File: src/design/queue_pkg.sv
/* Word and FIFO sizing defaults for the two-class queue stage.
   Imported by the RTL and by the testbench model. */

`default_nettype none

package queue_pkg;

    // Default word width, class bit included
    parameter int WORD_W = 9;

    // Default log2 of the per-class FIFO depth
    parameter int ADDR_W = 3;

    // Class select sits in the top bit of the word
    parameter int CLASS_BIT = WORD_W - 1;

    // Words per class queue
    parameter int DEPTH = 1 << ADDR_W;

    typedef logic [WORD_W-1:0] word_t;

    // One extra bit so a full queue can be counted
    typedef logic [ADDR_W:0] count_t;

endpackage

`default_nettype wire

File: src/design/arb_pkg.sv
/* Arbiter state and class-select encodings.
   Shared by the class FIFOs, the arbiter and the bound assertions. */

`default_nettype none

package arb_pkg;

    // Last class served by the output arbiter
    typedef enum logic [1:0] {
        ARB_IDLE    = 2'd0,
        ARB_LAST_C0 = 2'd1,
        ARB_LAST_C1 = 2'd2
    } arb_state_t;

    // Traffic class, same value as the class bit of a word
    typedef enum logic {
        CLASS_0 = 1'b0,
        CLASS_1 = 1'b1
    } class_sel_t;

endpackage

`default_nettype wire

File: src/design/fifo_if.sv
/* Link between one class FIFO and the output arbiter.
   The FIFO presents its head word and status, the arbiter returns pop. */

`timescale 1ns/1ps
`default_nettype none

interface fifo_if #(
    parameter int word_w = queue_pkg::WORD_W,
    parameter int addr_w = queue_pkg::ADDR_W
);

    // Head word, registered at the pop edge
    logic [word_w-1:0] rd_data;
    logic              empty;
    logic              almost_full;
    logic [addr_w:0]   count;

    // One-cycle pop, only for a non-empty queue
    logic              pop;

    modport queue_side (
        output rd_data,
        output empty,
        output almost_full,
        output count,
        input  pop
    );

    modport arb_side (
        input  rd_data,
        input  empty,
        input  almost_full,
        input  count,
        output pop
    );

endinterface

`default_nettype wire

File: src/design/fifo_mem.sv
/* Storage array for one class queue, written and read through separate pointers.
   Read data is registered and holds until the next read. */

`timescale 1ns/1ps
`default_nettype none

module fifo_mem #(
    parameter int word_w = queue_pkg::WORD_W,
    parameter int addr_w = queue_pkg::ADDR_W
) (
    input  wire logic              clk,
    input  wire logic              reset,
    input  wire logic              wr_en,
    input  wire logic [addr_w-1:0] wr_ptr,
    input  wire logic [word_w-1:0] wr_data,
    input  wire logic              rd_en,
    input  wire logic [addr_w-1:0] rd_ptr,
    output logic      [word_w-1:0] rd_data
);

    logic [word_w-1:0] mem [1 << addr_w];

    always_ff @(posedge clk) begin
        if (wr_en) begin
            mem[wr_ptr] <= wr_data;
        end
    end

    // Head word lands here at the pop edge
    always_ff @(posedge clk) begin
        if (!reset) begin
            rd_data <= '0;
        end else if (rd_en) begin
            rd_data <= mem[rd_ptr];
        end
    end

endmodule

`default_nettype wire

File: src/design/class_fifo.sv
/* Queue for one traffic class, fed from the shared input strobe.
   Keeps pointers and occupancy, raises status flags and flags dropped words. */

`timescale 1ns/1ps
`default_nettype none

module class_fifo #(
    parameter int                  word_w      = queue_pkg::WORD_W,
    parameter int                  addr_w      = queue_pkg::ADDR_W,
    parameter arb_pkg::class_sel_t queue_class = arb_pkg::CLASS_0
) (
    input  wire logic              clk,
    input  wire logic              reset,
    input  wire logic              in_valid,
    input  wire logic [word_w-1:0] in_data,
    input  wire logic [addr_w:0]   af_level,
    input  wire logic [addr_w:0]   ae_level,
    output logic                   full,
    output logic                   almost_empty,
    output logic                   error,
    fifo_if.queue_side             q
);

    logic [addr_w-1:0] wr_ptr;
    logic [addr_w-1:0] rd_ptr;
    logic [addr_w:0]   count;
    logic              class_hit;
    logic              push;
    logic              pop;

    // Word is ours when its top bit matches this queue
    assign class_hit = in_valid && (in_data[word_w-1] == queue_class);

    // Full is judged from the registered count, a pop in the same cycle does not help
    assign push  = class_hit && !full;
    assign error = class_hit && full;

    // Guard against a stray pop on an empty queue
    assign pop = q.pop && !q.empty;

    fifo_mem #(
        .word_w (word_w),
        .addr_w (addr_w)
    ) u_mem (
        .clk     (clk),
        .reset   (reset),
        .wr_en   (push),
        .wr_ptr  (wr_ptr),
        .wr_data (in_data),
        .rd_en   (pop),
        .rd_ptr  (rd_ptr),
        .rd_data (q.rd_data)
    );

    always_ff @(posedge clk) begin
        if (!reset) begin
            wr_ptr <= '0;
            rd_ptr <= '0;
        end else begin
            if (push) begin
                wr_ptr <= wr_ptr + 1'b1;
            end
            if (pop) begin
                rd_ptr <= rd_ptr + 1'b1;
            end
        end
    end

    // Occupancy, unchanged on push and pop together
    always_ff @(posedge clk) begin
        if (!reset) begin
            count <= '0;
        end else begin
            case ({push, pop})
                2'b10:   count <= count + 1'b1;
                2'b01:   count <= count - 1'b1;
                default: count <= count;
            endcase
        end
    end

    // Count never passes the depth, so the top bit alone means full
    assign full         = count[addr_w];
    assign q.empty      = (count == '0);
    assign almost_empty = (count <= ae_level) && (count != '0);
    assign q.almost_full = (count >= af_level);
    assign q.count      = count;

endmodule

`default_nettype wire

File: src/design/class_arbiter.sv
/* Merges the two class queues onto one output strobe.
   Serves the non-empty queue, alternating when both hold words; out_hold stops pops. */

`timescale 1ns/1ps
`default_nettype none

module class_arbiter #(
    parameter int word_w = queue_pkg::WORD_W
) (
    input  wire logic              clk,
    input  wire logic              reset,
    input  wire logic              out_hold,
    fifo_if.arb_side               q0,
    fifo_if.arb_side               q1,
    output logic                   out_valid,
    output logic      [word_w-1:0] out_data,
    output arb_pkg::class_sel_t    out_class,
    output logic                   pause
);

    import arb_pkg::*;

    arb_state_t state;
    logic       avail0;
    logic       avail1;
    logic       pop0;
    logic       pop1;

    assign avail0 = !q0.empty;
    assign avail1 = !q1.empty;

    // Idle counts as class 1 served last, so class 0 goes first
    always_comb begin
        pop0 = 1'b0;
        pop1 = 1'b0;
        if (!out_hold) begin
            if (avail0 && avail1) begin
                if (state == ARB_LAST_C0) begin
                    pop1 = 1'b1;
                end else begin
                    pop0 = 1'b1;
                end
            end else begin
                pop0 = avail0;
                pop1 = avail1;
            end
        end
    end

    assign q0.pop = pop0;
    assign q1.pop = pop1;

    // Strobe and tag line up with the memory read data one cycle after the pop
    always_ff @(posedge clk) begin
        if (!reset) begin
            out_valid <= 1'b0;
            out_class <= CLASS_0;
            state     <= ARB_IDLE;
        end else begin
            out_valid <= pop0 || pop1;
            if (pop0) begin
                out_class <= CLASS_0;
                state     <= ARB_LAST_C0;
            end else if (pop1) begin
                out_class <= CLASS_1;
                state     <= ARB_LAST_C1;
            end else if (!avail0 && !avail1) begin
                // Both queues drained, restart alternation
                state <= ARB_IDLE;
            end
        end
    end

    assign out_data = (out_class == CLASS_1) ? q1.rd_data : q0.rd_data;

    // Pause the source when either queue nears full
    assign pause = q0.almost_full || q1.almost_full;

endmodule

`default_nettype wire

File: src/design/class_queue_top.sv
/* Two-class queue stage: input words are split by class into two FIFOs
   and merged again by an alternating arbiter onto one output strobe. */

`timescale 1ns/1ps
`default_nettype none

module class_queue_top #(
    parameter int word_w = queue_pkg::WORD_W,
    parameter int addr_w = queue_pkg::ADDR_W
) (
    input  wire logic              clk,
    input  wire logic              reset,
    input  wire logic              in_valid,
    input  wire logic [word_w-1:0] in_data,
    input  wire logic [addr_w:0]   af_level,
    input  wire logic [addr_w:0]   ae_level,
    input  wire logic              out_hold,
    output logic                   out_valid,
    output logic      [word_w-1:0] out_data,
    output arb_pkg::class_sel_t    out_class,
    output logic                   full0,
    output logic                   full1,
    output logic                   empty0,
    output logic                   empty1,
    output logic                   almost_empty0,
    output logic                   almost_empty1,
    output logic                   error0,
    output logic                   error1,
    output logic                   pause
);

    import arb_pkg::*;

    fifo_if #(.word_w(word_w), .addr_w(addr_w)) q0_if ();
    fifo_if #(.word_w(word_w), .addr_w(addr_w)) q1_if ();

    class_fifo #(
        .word_w      (word_w),
        .addr_w      (addr_w),
        .queue_class (CLASS_0)
    ) u_fifo0 (
        .clk          (clk),
        .reset        (reset),
        .in_valid     (in_valid),
        .in_data      (in_data),
        .af_level     (af_level),
        .ae_level     (ae_level),
        .full         (full0),
        .almost_empty (almost_empty0),
        .error        (error0),
        .q            (q0_if.queue_side)
    );

    class_fifo #(
        .word_w      (word_w),
        .addr_w      (addr_w),
        .queue_class (CLASS_1)
    ) u_fifo1 (
        .clk          (clk),
        .reset        (reset),
        .in_valid     (in_valid),
        .in_data      (in_data),
        .af_level     (af_level),
        .ae_level     (ae_level),
        .full         (full1),
        .almost_empty (almost_empty1),
        .error        (error1),
        .q            (q1_if.queue_side)
    );

    class_arbiter #(
        .word_w (word_w)
    ) u_arb (
        .clk       (clk),
        .reset     (reset),
        .out_hold  (out_hold),
        .q0        (q0_if.arb_side),
        .q1        (q1_if.arb_side),
        .out_valid (out_valid),
        .out_data  (out_data),
        .out_class (out_class),
        .pause     (pause)
    );

    assign empty0 = q0_if.empty;
    assign empty1 = q1_if.empty;

endmodule

`default_nettype wire

File: config.mk
export PLATFORM = sky130hd
export DESIGN_NAME = class_queue_top
export DESIGN_NICKNAME = d
export VERILOG_FILES = /design/src/design/queue_pkg.sv /design/src/design/arb_pkg.sv /design/src/design/fifo_if.sv /design/src/design/fifo_mem.sv /design/src/design/class_fifo.sv /design/src/design/class_arbiter.sv /design/src/design/class_queue_top.sv
export SDC_FILE = /design/constraint.sdc
export NUM_CORES = 1
export LEC_CHECK = 0
export BUFFER_PORTS_ARGS = -buffer_cell sky130_fd_sc_hd__buf_2
export CAP_MARGIN = 40
export CORE_MARGIN = 4
export CORE_UTILIZATION = 55
export CTS_BUF_LIST = sky130_fd_sc_hd__clkbuf_8
export CTS_CLUSTER_SIZE = 40
export DETAILED_ROUTE_END_ITERATION = 8
export PLACE_DENSITY = 0.73
export SYNTH_ARGS = -nofsm -noshare
export SYNTH_HDL_FRONTEND = slang
export SYNTH_HIERARCHICAL = 1
export SYNTH_SLANG_ARGS = --single-unit
File: constraint.sdc
create_clock -name clk -period 5.3 [get_ports clk]
set_clock_uncertainty 0.1 [all_clocks]
set_input_delay 0.53 -clock clk [delete_from_list [all_inputs] [get_ports clk]]
set_output_delay 0.53 -clock clk [all_outputs]
set_load 0.01 [all_outputs]
==> run summary, run 1 <==
WS Path Type = flop to flop
H-tree Lvls = 4
CORE AREA = 14100 sq um
Critical path's slowest cell = o41a_1
Diode count = 0
Max FO, Critical Path = 23
Worst stage delay on the critical path = 0.78 ns
Worst min-delay path class = input port to flop
Buf/Inv on CP = 1
Vias in the first global route = 4679
WHS = 0.3028 ns
Skew-Pair Late Insertion Delay = 0.45 ns
CTS root buf = clkbuf_8
Syn Nets = 601
Max Root-Sink Buffers = 2
# rows = 43
CP Cell Sequence = nor4_1 > inv_1 > a211oi_1 > o41a_1 > ha_1 > xor2_1 > ha_1 > a21oi_1 > xor2_1 > or3_1 > a21boi_1
Pwr Total = 2800 uW
Final min period = 3.884 ns
Area occupied by registers = 5167 sq um
Die Area = 16610 sq um
Clock sinks = 186
PwrDens = 315.6 nW/um^2
Hold Fails Final Rpt = 0
Hpwl dp = 10.66 mm
Max IR drop VDD = 0.1534 mV
Post-CTS Setup Inserts = 0
Pre-antenna DRT Iters = 5
IO Pins = 41
Most common cell after layout, fill and taps aside = edfxtp_1
Synth warn = 6
Ratio of cells with drive above 1 in the final layout = 22.99%
Starting DRC count in detailed routing = 355
CTS tree = yes
WL/cell = 19.74 microns
Initial antenna violation count = 0
Starting Density = 57.01%
GRT Util Overall = 20.05%
Maxcap violations = 0
CP Capture Type = flop
Dpl ws = 1.501 ns
Pleak = 0.003236 uW
Syn-to-layout area delta = 10.40%
Synthesized area = 8036 sq um
Worst Slack Setup Final = 1.416 ns
Worst-Margin Slew = 0.9141 ns
Total clock buffers created by CTS = 17
CP top delay family = compound AO/OA/AOI/OAI gates
Unrepaired setup endpoints after global routing = false
Nets = 656
Tcrit/Tclk final = 73.29%
Footprint of the multi-input gates = 2606 sq um
Final Setup Violations = 0
Status = finished, final reports clean
PortBufs = 40
Setup TNS = 0 ns
Hold-fix buffers, CTS = 0
Resized cells post-CTS = 0
Slew Limit Fails = 0
Util after Layout = 62.94%
Fmax achieved = 257.5 MHz
Final antenna-violating net count = 0
# DRC = 0
DRT Wirelength = 15.83 mm
Synth Instances = 554
Filler cells = 1062
Data required, critical path = 5.59 ns
First-pass GRT wire length = 25.00 mm
Die width = 128.9 microns
Die Ht = 128.9 microns
Worst setup SP type = flop
Via total after detailed routing = 4657
Worst-path clk slew = 0.09 ns
Most frequent cells in the layout = edfxtp_1 (144), mux2_2 (45), mux2i_1 (44)
Vias/cell = 5.807
Grt ovf = 0
CP Data Arrival Time = 4.17 ns
GP Congestion = 0.8387
Worst rel slew slack = 38.83%
Mean post-synth cell area = 14.51 sq um
Pin count of the biggest net entering global routing = 45
final timing paths:
kind | start | endpoint | slack, ns | cells past startpoint
max | u_fifo1/q.count[3] | u_fifo0/q.count[2] | 1.42 | 11
min | out_hold | u_arb/state[0] | 0.30 | 3
max reg2reg | u_fifo1/q.count[3] | u_fifo0/q.count[2] | 1.42 | 11
min reg2reg | u_arb/state[1] | u_arb/state[1] | 0.40 | 2
worst min-delay path: stages:
cell      delay [ns]
buf_2           0.13
nand2_1         0.07
a221oi_1        0.07
power breakdown:
part	internal (uW)	switching [uW]	total (uW)
Clock	481	487	968
Combinational	94.4	113	208
Sequential	1600	28.5	1620
Total	2170	629	2800
flip-flops by register name (all words and copies together) (netlist names):
signal / flops
u_fifo0/u_mem/mem: 72
u_fifo1/u_mem/mem: 72
u_fifo0/u_mem/rd_data: 9
u_fifo1/u_mem/rd_data: 9
u_fifo0/q.count: 4
u_fifo1/q.count: 4
u_fifo0/rd_ptr: 3
u_fifo0/wr_ptr: 3
u_fifo1/rd_ptr: 3
u_fifo1/wr_ptr: 3
u_arb/state: 2
u_arb/out_class: 1
u_arb/out_valid: 1
stage by stage:
step                instances  cell area, sq um
finish                    802              8872
global route              802              8872
CTS                       800              8857
detailed placement        768              8438
global placement          754              8293
floorplan                 554              8036
metal layers:
metal | global-route usage [%] | vias up | share of wire, %
li1 | - | 2211 | -
met1 | 27.34 | 2310 | 45
met2 | 32.10 | 117 | 49
met3 | 4.234 | 19 | 4.7
met4 | 7.103 | 0 | 1.6
met5 | 0 | - | 0
area by class of cell:
cell class | count | share of cell area, %
inverters | 21 | 0.8885
clock buffers | 18 | 2.792
clock inverters | 14 | 1.932
repair buffers | 58 | 4.231
flip-flops and latches | 186 | 58.24
multi-input cells | 325 | 29.38
well taps | 180 | 2.538
(Power assumes the default switching activity.)
==> run 2, diff against run 1 <==
Clock period 5.3 ns to 4.1 ns, I/O delays scaled along.
==> run summary, run 2 (same netlist as run 1, synthesis figures left out) <==
Status = finished, final reports clean
Pre-antenna DRT Iters = 5
Die Ht = 128.9 microns
Starting Density = 57.01%
Worst Slack Setup Final = 0.9313 ns
Worst-Margin Slew = 0.8924 ns
Ratio of cells with drive above 1 in the final layout = 22.31%
Tcrit/Tclk final = 77.28%
Max Root-Sink Buffers = 2
IO Pins = 41
Max IR drop VDD = 0.1842 mV
Most frequent cells in the layout = edfxtp_1 (144), mux2_2 (45), mux2i_1 (44)
Critical path's slowest cell = dfxtp_1
Hpwl dp = 10.72 mm
Via total after detailed routing = 4657
Die Area = 16610 sq um
Worst stage delay on the critical path = 0.41 ns
GP Congestion = 0.8497
Worst min-delay path class = input port to flop
Inst Count DP = 770
Total clock buffers created by CTS = 17
Final Setup Violations = 0
Slew Limit Fails = 0
Resized cells post-CTS = 0
Unrepaired setup endpoints after global routing = false
# DRC = 0
Data required, critical path = 4.38 ns
Skew-Pair Late Insertion Delay = 0.45 ns
Grt ovf = 0
Worst setup SP type = flop
Maxcap violations = 0
Syn-to-layout area delta = 9.279%
Most common cell after layout, fill and taps aside = edfxtp_1
FF-to-FF setup slack = 0.93 ns
CP Cell Sequence = nor4_1 > buf_4 > inv_1 > a211oi_1 > o41a_1 > buf_4 > ha_1 > xor2_1 > ha_1 > a21oi_1 > xor2_1 > or3_1 > a21boi_1
WS Path Type = flop to flop
CTS root buf = clkbuf_8
Util after Layout = 62.30%
Post-CTS Setup Inserts = 0
Max FO, Critical Path = 23
Worst rel slew slack = 40.29%
Vias in the first global route = 4639
PwrDens = 390.1 nW/um^2
Pin count of the biggest net entering global routing = 45
Top Registers = u_fifo0/u_mem/mem (72), u_fifo1/u_mem/mem (72)
WHS = 0.1811 ns
CORE AREA = 14100 sq um
Hold-fix buffers, CTS = 0
Hold Fails Final Rpt = 0
Vias/cell = 5.800
DRT Wirelength = 15.68 mm
Initial antenna violation count = 0
Nets = 657
Diode count = 0
CTS tree = yes
Final antenna-violating net count = 0
First-pass GRT wire length = 25.19 mm
GRT Util Overall = 20.12%
CP Capture Type = flop
Die width = 128.9 microns
Post-route insts no fill = 803
Dpl ws = 0.9832 ns
PortBufs = 40
H-tree Lvls = 4
Starting DRC count in detailed routing = 345
Clock sinks = 186
Fmax achieved = 315.6 MHz
Worst-path clk slew = 0.09 ns
Setup TNS = 0 ns
# rows = 43
Pleak = 0.003195 uW
Final min period = 3.169 ns
CP Data Arrival Time = 3.45 ns
WL/cell = 19.52 microns
## run 2: routing by layer
| metal | track usage, % | up-vias | share of wire, % |
|---|---|---|---|
| met1 | 27.82 | 2297 | 45 |
| met5 | 0 | - | 0 |
| li1 | - | 2213 | - |
| met3 | 5.106 | 22 | 5.5 |
| met2 | 31.28 | 125 | 48 |
| met4 | 6.856 | 0 | 1.9 |
## run 2: area by class of cell
type / count / area (sq um)
inverter: 21 / 78.83
multi-input combinational: 325 / 2591
clock buffer: 19 / 261.5
fill: 1048 / 5314
timing repair buffer: 59 / 375.4
tap: 180 / 225.2
clock inverter: 13 / 82.58
sequential: 186 / 5167
## run 2: worst paths after layout
kind	startpoint	endpoint	depth (start not counted)
worst max-delay path	u_fifo1/q.count[3]	u_fifo0/q.count[2]	13
worst max register to register	u_fifo1/q.count[3]	u_fifo0/q.count[2]	13
worst min register to register	u_arb/state[1]	u_arb/state[1]	2
worst min-delay path	out_hold	u_arb/state[0]	3
## run 2: worst max-delay path, delay by kind of cell (launching register included)
kind / cells / cell delay, ns
buffers and inverters: 3 / 0.49
adders and majority gates: 2 / 0.49
DFF: 1 / 0.41
AOI/OAI and AO/OA: 4 / 0.61
and+or+nand+nor: 2 / 0.62
xor gates and xnor gates: 2 / 0.37
## run 2: stage by stage
step | cell area, sq um | power [uW]
floorplan | 8036 | 2317
global placement | 8315 | 2394
detailed placement | 8431 | 2413
CTS | 8775 | 3456
global route | 8782 | 3578
finish | 8782 | 3426
## run 2: power breakdown
group | switching [uW] | total (uW) | internal [uW]
registers | 36.3 | 2100 | 2060
logic | 148 | 272 | 124
clock network | 613 | 1060 | 443
total | 797 | 3430 | 2630
==> run 3, diff against run 2 <==
Settings changed: PLACE_DENSITY 0.73 to 0.76.
Clock period 4.1 ns to 2.8 ns, I/O delays scaled along.
==> run summary, run 3 (same netlist as run 1, synthesis figures left out) <==
Maxcap violations = 0
Data required, critical path = 2.42 ns
Max IR drop VDD = 0.3471 mV
CP Depth = 8
Diode count = 0
PortBufs = 40
CORE AREA = 14100 sq um
DRT Wirelength = 15.81 mm
Final antenna-violating net count = 0
Slew Limit Fails = 0
Final Setup Violations = 0
# rows = 43
Most common cell after layout, fill and taps aside = edfxtp_1
Pin count of the biggest net entering global routing = 45
CTS root buf = clkbuf_8
First-pass GRT wire length = 25.12 mm
Status = finished, final reports clean
Top Registers = u_fifo0/u_mem/mem (72), u_fifo1/u_mem/mem (72)
Post-CTS Setup Inserts = 0
Met3 wire len = 1.135 mm
Clock sinks = 186
WL/cell = 19.29 microns
Reg2Reg Launch Point = u_fifo1/q.count[0]
CP Cell Sequence = inv_1 > ha_1 > nand2b_1 > a21o_1 > a21o_1 > a21o_1 > or2_2 > buf_2
Pleak = 0.003347 uW
Starting Density = 57.01%
Die Area = 16610 sq um
Worst r2r path cells = 11
Dpl ws = 0.1195 ns
CP Data Arrival Time = 2.30 ns
Ratio of cells with drive above 1 in the final layout = 26.09%
CP Capture Type = output port
Worst-path clk slew = 0.09 ns
Final min period = 2.676 ns
GRT Util Overall = 20.15%
Worst Slack Setup Final = 0.1240 ns
Hold_sp = out_hold
Most frequent cells in the layout = edfxtp_1 (144), mux2_2 (45), mux2i_1 (44)
Worst setup SP type = flop
Max Root-Sink Buffers = 2
Worst stage delay on the critical path = 0.41 ns
Grt ovf = 0
# DRC = 0
Syn-to-layout area delta = 12.81%
PwrDens = 609.6 nW/um^2
Via total after detailed routing = 4795
Worst-Margin Slew = 0.7792 ns
Met2 WL post-DR = 7.514 mm
Worst rel slew slack = 47.95%
Total clock buffers created by CTS = 17
DRT met1 WL = 6.890 mm
CP top delay family = compound AO/OA/AOI/OAI gates
GP Congestion = 0.8307
Critical path origin = u_fifo1/q.count[0]
Critical path's slowest cell = dfxtp_4
Die Ht = 128.9 microns
Hold Fails Final Rpt = 0
WHS Path Cells = 3
Filler cells = 1017
Tcrit/Tclk final = 95.57%
Skew-Pair Late Insertion Delay = 0.46 ns
Nets = 674
Max FO, Critical Path = 7
Starting DRC count in detailed routing = 393
Vias in the first global route = 4760
Pre-antenna DRT Iters = 5
WS Path Type = flop to output port
Hold-fix buffers, CTS = 0
H-tree Lvls = 4
Initial antenna violation count = 0
Fmax achieved = 373.7 MHz
Vias/cell = 5.848
CTS tree = yes
Cell mode on critical path = a21o_1
WHS = 0.05256 ns
Buf/Inv on CP = 2
Hpwl dp = 10.44 mm
IO Pins = 41
DR top layer = met4
Worst min-delay path class = input port to flop
Die width = 128.9 microns
-- run 3: cell types whose count changed in the layout (fill, tap and decap cells not counted), moves of 2 or more --
cell	delta
bufinv_16	+5
dfxtp_1	-2
buf_4	+19
nor4_1	-2
nor4_4	+2
ha_1	-2
inv_1	-2
-- run 3: final timing paths --
kind	slack [ns]	endpoint
worst max-delay path	0.12	pause
worst min-delay path	0.05	u_arb/state[0]
worst max register to register	0.18	u_fifo0/q.count[2]
worst min register to register	0.44	u_fifo0/u_mem/rd_data[1]
-- run 3: cell type report --
type,count,area [sq um],area share [%]
Tap cell,180,225.2,2.484
Multi-Input combinational cell,325,2648,29.20
Sequential cell,186,5172,57.05
Clock inverter,12,196.4,2.167
Inverter,21,78.83,0.8694
Timing Repair Buffer,76,470.5,5.189
Clock buffer,20,275.3,3.036
-- run 3: per-stage QoR --
step                      util (%)  cells   TNS, ns  instance area [sq um]  power (uW)
after floorplan                  -    554  -0.03396                   8066        3401
after global placement       60.80    789         0                   8571        3535
after detailed placement     60.80    789         0                   8571        3554
after CTS                    64.11    820         0                   9037        5540
after global routing         64.32    820  -0.02118                   9066        5709
final                        64.32    820         0                   9066        5527
-- run 3: timing repair --
action                     in CTS  in global routing
gates resized for setup         2                  6
setup endpoints to repair       1                  3
pin swaps                       0                  1
-- run 3: worst register-to-register path: stages (launching register included) --
cell	delay, ns
dfxtp_4	0.39
nor4_4	0.27
inv_1	0.09
a211oi_1	0.21
o41a_1	0.22
ha_2	0.25
xor2_1	0.08
ha_1	0.18
a21oi_1	0.19
xor2_1	0.11
or3_1	0.31
a21boi_1	0.15
-- run 3: layer usage --
layer	global-route usage, %	vias up
li1	-	2254
met1	27.93	2346
met2	31.55	170
met3	4.483	25
met4	7.227	0
met5	0	-
-- run 3: report_power, final --
part	switching [uW]	internal (uW)
clock	900	1130
combinational	228	195
sequential	54.5	3020
